**config.mk**
```make
export PLATFORM = sky130hd
export DESIGN_NAME = decodeTop
export DESIGN_NICKNAME = d
export VERILOG_FILES = /design/src/rtl/decoderPkg.sv /design/src/rtl/decodeGroup11.sv /design/src/rtl/decodeTop.sv /design/src/rtl/instrRegister.sv /design/src/rtl/machineFlags.sv /design/src/rtl/opcodeFetch.sv
export VERILOG_INCLUDE_DIRS = /design/src /design/src/rtl
export SDC_FILE = /design/constraint.sdc
export NUM_CORES = 1
export LEC_CHECK = 0
export ABC_AREA = 1
export BUFFER_PORTS_ARGS = -buffer_cell sky130_fd_sc_hd__buf_4
export CAP_MARGIN = 20
export CORE_MARGIN = 2
export CORE_UTILIZATION = 45
export CTS_BUF_LIST = sky130_fd_sc_hd__clkbuf_16
export DETAILED_ROUTE_END_ITERATION = 16
export MAX_ROUTING_LAYER = met4
export PLACE_DENSITY = 0.72
export SLEW_MARGIN = 30
export SYNTH_ARGS = -nofsm -noshare
export SYNTH_HDL_FRONTEND = slang
export SYNTH_SLANG_ARGS = --single-unit
```
**constraint.sdc**
```tcl
create_clock -name clk -period 1.3 [get_ports clk]
set_input_delay 0.26 -clock clk [delete_from_list [all_inputs] [get_ports clk]]
set_output_delay 0.26 -clock clk [all_outputs]
set_load 0.02 [all_outputs]
```
**src/rtl/decoder_settings.svh**
```systemverilog
// Opcode width, timing step count and the 11xxx01x group pattern

`ifndef DECODER_SETTINGS_SVH
`define DECODER_SETTINGS_SVH

// One opcode byte
`define OPCODE_WIDTH 8

// Timing steps per instruction, one-hot
`define STEP_COUNT 5

// Fixed top two bits of the decoded family
`define GROUP_TOP 2'b11

// Bits 2:1 of the decoded family
`define GROUP_LOW 2'b01

`endif

```
**src/rtl/decoderPkg.sv**
```systemverilog
// Shared vector types and the fetch state enum for the group decode slice

`default_nettype none

`include "decoder_settings.svh"

package decoderPkg;

    // One opcode byte as held in the instruction register
    typedef logic [`OPCODE_WIDTH-1:0] opcodeT;

    // One-hot timing step, bit 0 is the first step
    typedef logic [`STEP_COUNT-1:0] stepT;

    // One-hot jump condition select, indexed by the ccc field
    typedef logic [7:0] condT;

    // Fetch sequencer states
    typedef enum logic {
        IDLE,
        STEPPING
    } fetchStateT;

endpackage

`default_nettype wire

```
**src/rtl/decodeGroup11.sv**
```systemverilog
// Decoder for the 11xxx01x opcode family, gated by the first timing step

`default_nettype none

`include "decoder_settings.svh"

module decodeGroup11
    import decoderPkg::*;
(
    input  wire opcodeT opcode,
    input  wire stepT   step,
    output condT        jpCond,
    output logic        jpNn,
    output logic        prefixCb,
    output logic        outNA,
    output logic        inAN,
    output logic        exSpHl,
    output logic        exDeHl,
    output logic        setIff,
    output logic        resetIff
);

    // ccc field values of the 11ccc011 single instructions
    localparam logic [2:0] CccJpNn   = 3'd0; // C3
    localparam logic [2:0] CccPrefix = 3'd1; // CB
    localparam logic [2:0] CccOutNA  = 3'd2; // D3
    localparam logic [2:0] CccInAN   = 3'd3; // DB
    localparam logic [2:0] CccExSpHl = 3'd4; // E3
    localparam logic [2:0] CccExDeHl = 3'd5; // EB
    localparam logic [2:0] CccDi     = 3'd6; // F3
    localparam logic [2:0] CccEi     = 3'd7; // FB

    logic       active;
    logic       inGroup;
    logic       rankJpCc;
    logic       rankSingle;
    logic [2:0] ccc;
    condT       cccOneHot;
    condT       single;

    assign active = step[0]; // Only the first step issues strobes
    assign ccc    = opcode[5:3];

    // Covers 11ccc010 and 11ccc011
    assign inGroup = (opcode[7:6] == `GROUP_TOP) && (opcode[2:1] == `GROUP_LOW);

    // Two sub-ranks split on bit 0
    assign rankJpCc   = active && inGroup && !opcode[0];
    assign rankSingle = active && inGroup && opcode[0];

    assign cccOneHot = condT'(1) << ccc;

    assign jpCond = rankJpCc ? cccOneHot : '0;
    assign single = rankSingle ? cccOneHot : '0;

    assign jpNn     = single[CccJpNn];
    assign prefixCb = single[CccPrefix];
    assign outNA    = single[CccOutNA];
    assign inAN     = single[CccInAN];
    assign exSpHl   = single[CccExSpHl];
    assign exDeHl   = single[CccExDeHl];
    assign resetIff = single[CccDi]; // DI
    assign setIff   = single[CccEi]; // EI

endmodule

`default_nettype wire

```
**src/rtl/decodeTop.sv**
```systemverilog
// Top level of the decode slice: fetch, instruction register, decoder and flags

`default_nettype none

module decodeTop
    import decoderPkg::*;
(
    input  wire logic   clk,
    input  wire logic   rstN,
    input  wire logic   opStrobe,
    input  wire opcodeT opData,
    output logic        busy,
    output opcodeT      lastOpcode,
    output condT        jpCond,
    output logic        jpNn,
    output logic        prefixCb,
    output logic        outNA,
    output logic        inAN,
    output logic        exSpHl,
    output logic        exDeHl,
    output logic        setIff,
    output logic        resetIff,
    output logic        iff1,
    output logic        iff2,
    output logic        cbMode,
    output logic        exDeSwap
);

    logic   load;
    opcodeT loadData;
    opcodeT opcode;
    stepT   step;

    opcodeFetch uFetch (
        .clk      (clk),
        .rstN     (rstN),
        .opStrobe (opStrobe),
        .opData   (opData),
        .load     (load),
        .loadData (loadData),
        .step     (step),
        .busy     (busy)
    );

    instrRegister uInstr (
        .clk        (clk),
        .rstN       (rstN),
        .load       (load),
        .loadData   (loadData),
        .opcode     (opcode),
        .prevOpcode (lastOpcode)
    );

    decodeGroup11 uDecode (
        .opcode   (opcode),
        .step     (step),
        .jpCond   (jpCond),
        .jpNn     (jpNn),
        .prefixCb (prefixCb),
        .outNA    (outNA),
        .inAN     (inAN),
        .exSpHl   (exSpHl),
        .exDeHl   (exDeHl),
        .setIff   (setIff),
        .resetIff (resetIff)
    );

    machineFlags uFlags (
        .clk        (clk),
        .rstN       (rstN),
        .load       (load),
        .setIff     (setIff),
        .resetIff   (resetIff),
        .setPrefix  (prefixCb),
        .toggleExDe (exDeHl),
        .iff1       (iff1),
        .iff2       (iff2),
        .cbMode     (cbMode),
        .exDeSwap   (exDeSwap)
    );

endmodule

`default_nettype wire

```
**src/rtl/instrRegister.sv**
```systemverilog
// Instruction register holding the current and the previous opcode

`default_nettype none

module instrRegister
    import decoderPkg::*;
(
    input  wire logic   clk,
    input  wire logic   rstN,
    input  wire logic   load,
    input  wire opcodeT loadData,
    output opcodeT      opcode,
    output opcodeT      prevOpcode
);

    // Previous opcode shifts in on every load, ready for prefix tracking
    always_ff @(posedge clk or negedge rstN) begin
        if (!rstN) begin
            opcode     <= '0;
            prevOpcode <= '0;
        end else if (load) begin
            prevOpcode <= opcode;
            opcode     <= loadData;
        end
    end

endmodule

`default_nettype wire

```
**src/rtl/machineFlags.sv**
```systemverilog
// Interrupt enable, CB prefix and DE/HL exchange flag register

`default_nettype none

module machineFlags
    import decoderPkg::*;
(
    input  wire logic clk,
    input  wire logic rstN,
    input  wire logic load,
    input  wire logic setIff,
    input  wire logic resetIff,
    input  wire logic setPrefix,
    input  wire logic toggleExDe,
    output logic      iff1,
    output logic      iff2,
    output logic      cbMode,
    output logic      exDeSwap
);

    // EI and DI move both flip-flops together
    always_ff @(posedge clk or negedge rstN) begin
        if (!rstN) begin
            iff1 <= 1'b0;
            iff2 <= 1'b0;
        end else if (setIff) begin
            iff1 <= 1'b1;
            iff2 <= 1'b1;
        end else if (resetIff) begin
            iff1 <= 1'b0;
            iff2 <= 1'b0;
        end
    end

    // Prefix lasts until the next opcode is loaded
    always_ff @(posedge clk or negedge rstN) begin
        if (!rstN) begin
            cbMode <= 1'b0;
        end else if (setPrefix) begin
            cbMode <= 1'b1; // Wins over a load in the same cycle
        end else if (load) begin
            cbMode <= 1'b0;
        end
    end

    always_ff @(posedge clk or negedge rstN) begin
        if (!rstN) begin
            exDeSwap <= 1'b0;
        end else if (toggleExDe) begin
            exDeSwap <= ~exDeSwap; // Register bank swap
        end
    end

endmodule

`default_nettype wire

```
**src/rtl/opcodeFetch.sv**
```systemverilog
// Fetch sequencer: opcode strobe acceptance, register load and timing step walk

`default_nettype none

`include "decoder_settings.svh"

module opcodeFetch
    import decoderPkg::*;
(
    input  wire logic   clk,
    input  wire logic   rstN,
    input  wire logic   opStrobe,
    input  wire opcodeT opData,
    output logic        load,
    output opcodeT      loadData,
    output stepT        step,
    output logic        busy
);

    fetchStateT state;
    logic       lastStep;
    logic       accept;

    assign lastStep = step[`STEP_COUNT-1];

    // The final step frees the sequencer so instructions can run back to back
    assign accept = opStrobe && (state == IDLE || lastStep);

    assign load     = accept; // Register captures at the same edge that starts step 0
    assign loadData = opData;
    assign busy     = (state == STEPPING);

    always_ff @(posedge clk or negedge rstN) begin
        if (!rstN) begin
            state <= IDLE;
            step  <= '0;
        end else if (accept) begin
            state <= STEPPING;
            step  <= stepT'(1); // First timing step
        end else if (state == STEPPING) begin
            step <= step << 1; // Bit 4 shifts out to zero
            if (lastStep) begin
                state <= IDLE;
            end
        end
    end

endmodule

`default_nettype wire

```
== After elaboration in Yosys (flattened, before gate mapping) ==
Cells that the tools add are included.
Cells by class
  bitwise logic cells: 2
  shift operators: 1
  mux-type cells: 11
  eq/ne operators: 2
  reduce and logical (&&, ||, !) cells: 10
Operators with widths (count)
  $mux 8: 2
  $mux 5: 2
  $shl 1x3->8 const A: 1
  $mux 1: 7
  $reduce_bool 2->1: 3
  $logic_and 1x1->1: 5
  $eq 2x1->1 const B: 1
  $eq 2x2->1 const B: 1
  $not 1->1: 2
  $logic_not 1->1: 1
  $logic_or 1x1->1: 1
Storage, ports and cells
  flip-flop bits (word level): 25
  logic and storage cells: 33
  input port bits: 11

== Depth between registers and ports, before layout ==
  depth in word-level cells: 7
  mapped depth: 7
  mapped depth without buffers: 6

== Hierarchy ==
Synthesis repeated with hierarchy kept, for this count alone.
Second synthesis, totals
  cell total of the unflattened synthesis: 162
  area, all modules: 1253.7 µm²
Modules (own cells, without submodules)
  instrRegister: cells an instance 68, seq. area each 400.4 µm², instances 1, area an instance 640.6 µm²
  opcodeFetch: cells an instance 43, seq. area each 150.1 µm², instances 1, area an instance 321.6 µm²
  decodeGroup11: cells an instance 34, seq. area each 0.0 µm², instances 1, area an instance 160.2 µm²
  machineFlags: cells an instance 17, seq. area each 75.1 µm², instances 1, area an instance 131.4 µm²

== Least setup slack after synthesis ==
OpenSTA, ideal clock, no wires.
  path type: register to output
  start: reg uInstr.opcode[2]
  end: out jpCond[0]
  required time: 1.040 ns
  stages on the path, launching flop included: 6
  arrival: 1.081 ns
  buffers on the path: 0
  setup slack: -0.041 ns
  cells stage by stage: dfrtp_1 -> inv_2 -> nand3_1 -> nor2_4 -> nand2_2 -> nor2_1
On the way
  word-level cells in the longest chain between the ends: 5
RTL lines
  start, declared: line instrRegister.sv:12  | output opcodeT opcode,
  start signal, assigned: line instrRegister.sv:23  | opcode <= loadData;
  $eq 2x1->1 (no line)
  $logic_and 1x1->1: line decodeGroup11.sv:45  | assign inGroup = (opcode[7:6] == `GROUP_TOP) && (opcode[2:1] == `GROUP_LOW);
  $logic_and 1x1->1 (2 in series): line decodeGroup11.sv:48  | assign rankJpCc = active && inGroup && !opcode[0];
  $mux 8: line decodeGroup11.sv:53  | assign jpCond = rankJpCc ? cccOneHot : '0;
  end, declared: line decodeTop.sv:14  | output condT jpCond,
No other way between the ends.

== Worst setup path in the final report ==
  start: reg uInstr.opcode[2]
  end: out resetIff
On the way
  word-level cells in the longest chain between the ends: 5
RTL lines
  $eq 2x1->1 (no line)
  $logic_and 1x1->1: line decodeGroup11.sv:45
  $logic_and 1x1->1 (2 in series): line decodeGroup11.sv:49  | assign rankSingle = active && inGroup && opcode[0];
  $mux 8: line decodeGroup11.sv:54  | assign single = rankSingle ? cccOneHot : '0;
  end, declared: line decodeTop.sv:22  | output logic resetIff,
No other way between the ends.

==> qor.txt <==
Chip height - 55.8 microns
Syn Std Cell Area - 0.00121 sq mm
Final setup vio count - 17
Initial core utilization - 0.479
GRT Util Overall - 0.219
Clock buffer count from CTS - 3
Reg clk slew, reported paths - 60 ps
Initial antenna violation count - 0
Worst skew pair latency - 260 ps
Core area - 0.00252 sq mm
Post-route minimum period - 1670 ps
Total Power - 3.96 mW
Final instance area - 0.00185 sq mm
Final worst setup slack - -372 ps
VDD IR max - 0.00171 V
Mapped Cells - 138
Drt wl/cell - 13.9 microns
Layout Skew - 2.39 ps
CTS root buf - clkbuf_16
H-tree Lvls - 1
Reg2Reg Setup Slack - -150 ps
Fin nets - 208
Kind of end point of the critical path - primary output
Syn_area_per_cell - 8.76 sq um
Critical path startpoint category - flip-flop
DR vias - 1123
Max Fclk - 598 MHz
RSZ-0062 raised after global routing - true
Worst Tran Pin Value - 308 ps
CTS max path bufs - 2
DRC viols - 0
Gr ovfl total - 0
HP Class - in2reg
Area Growth Syn to Fin - 52.7%
Crit share post-route - 1.29
Leak - 0.956 nW
Chip width - 55.8 microns
Ports - 40
Largest net degree at the start of global routing - 26
Pwr per Cell Area - 2150 mW/mm^2
IO Port Bufs - 39
Antenna Cells - 0
Failing checks - negative setup slack
DR pass1 iterations - 4
CP required - 1040 ps
Worst path arrival time - 1410 ps
Max Cap Viol - 0
Commonest non-fill, non-tap cells in the layout - 48 x buf_4, 38 x nand2_1, 24 x dfrtp_1
Gp weighted congestion - 0.886
Final Util - 0.732
Yosys cell types - 23
Post-DP HPWL - 1900 microns
Crit path kind - reg2out
Fin. max-slew vios - 0
First-pass GRT wire length - 5180 microns
Post-route ant nets - 0
Drt total wl - 3140 microns
Post-synthesis sequential area ratio - 0.518
DRC marker count from the first detailed-route iteration - 29
Commonest non-fill, non-tap cell in the layout - buf_4
Layout cells sized above 1 - 0.500
Filler Cells Inserted - 186
Cell Area, Placed - 0.00155 sq mm
Synth Register Bits - 25
Final non-filler cell total - 226
Outcome - complete, but fails checks
Vias in the first global route - 1072
Post-Synthesis Net Count - 149
Syn. warnings - 0
Full die area - 0.00312 sq mm
Setup TNS - -5330 ps
Clock Sinks - 25
Final Hold Fails - 0
Post-Place Cells - 211
Row cnt - 18
CP max FO - 6
TritonCTS clock tree - built
Slew HR - 0.794
Routed vias/inst - 4.97
-- area by class of cell --
type                       instances  area [sq um]  area share
sequential                        25           627       0.340
inverter                          20          80.1      0.0434
multi-input combinational         88           538       0.292
clock inverter                     1          5.00     0.00271
tap                               30          37.5      0.0203
timing repair buffer              59           483       0.262
clock buffer                       3          75.1      0.0407
-- final timing paths --
| check | from | end | cells after the start |
|---|---|---|---|
| setup / recovery | uInstr.opcode[2] | resetIff | 7 |
| hold / removal | opData[7] | uInstr.opcode[7] | 3 |
| setup reg to reg | uInstr.opcode[2] | uFlags.iff2 | 9 |
| hold reg to reg | uInstr.prevOpcode[6] | uInstr.prevOpcode[6] | 2 |
| max in group asynchronous | rstN | uFetch.busy | 2 |
| min in group asynchronous | rstN | uFetch.step[4] | 2 |
-- cells in the mapped netlist --
master	number	area share
o21ai_0	2	0.0083
nand2_4	1	0.0093
nand3_1	8	0.033
inv_6	1	0.0072
nor3_1	1	0.0041
nand3b_1	1	0.0062
inv_2	3	0.0093
nor2_1	15	0.047
nand2_2	2	0.010
a31oi_1	1	0.0052
nor2_4	1	0.0093
nor2_2	1	0.0052
nand2_1	40	0.12
nand4_1	1	0.0052
o21ai_2	5	0.036
dfrtp_1	25	0.52
buf_4	2	0.012
buf_6	2	0.019
mux2_2	3	0.028
nand2_8	1	0.017
o21ai_1	5	0.021
inv_1	16	0.050
buf_12	1	0.017
-- worst max-delay path: stages, from the launching register on --
cell     delay (ps)
dfrtp_1         370
inv_2            80
nand3_4          70
nor2_4          200
buf_4           160
nand3_2          90
inv_2            60
buf_4           130
-- routing by layer --
metal | track usage | wire length (microns)
met5 | - | 0
met2 | 0.350 | 1670
met3 | 0.0395 | 128
met4 | 0.109 | 68
met1 | 0.266 | 1280
-- sequential cells by signal, indices dropped and copies added (netlist names) --
name               flops
uFetch.busy            1
uFetch.step            5
uInstr.prevOpcode      8
uFlags.cbMode          1
uInstr.opcode          8
uFlags.exDeSwap        1
uFlags.iff2            1
-- logic make-up after synthesis --
| family | share of synthesized area |
|---|---|
| buffers and inverters | 0.114 |
| flip-flops | 0.518 |
| AO/OA/AOI/OAI | 0.0704 |
| multiplexers | 0.0279 |
| AND/OR/NAND/NOR | 0.270 |
-- report_power, final --
part,switching [mW],internal (mW)
clock network,0.276,0.415
registers,0.261,1.12
logic,1.11,0.779
total,1.65,2.31
-- stage by stage --
stage               setup WS (ps)  hold WS [ps]
finish                       -372           196
global route                 -452           201
CTS                          -324           196
detailed placement          -49.5           181
global placement            -29.1           176
floorplan                   -41.0         -35.6
-- timing repair --
action / 4_1_cts / 5_1_grt
setup buffers: 7 / 4
gates resized for setup: 24 / 14
hold endpoints to repair: 25 / 0
pin swaps: 5 / 2
hold buffers: 1 / 0
endpoints found under the setup margin: 16 / 18
(Power assumes the default switching activity.)
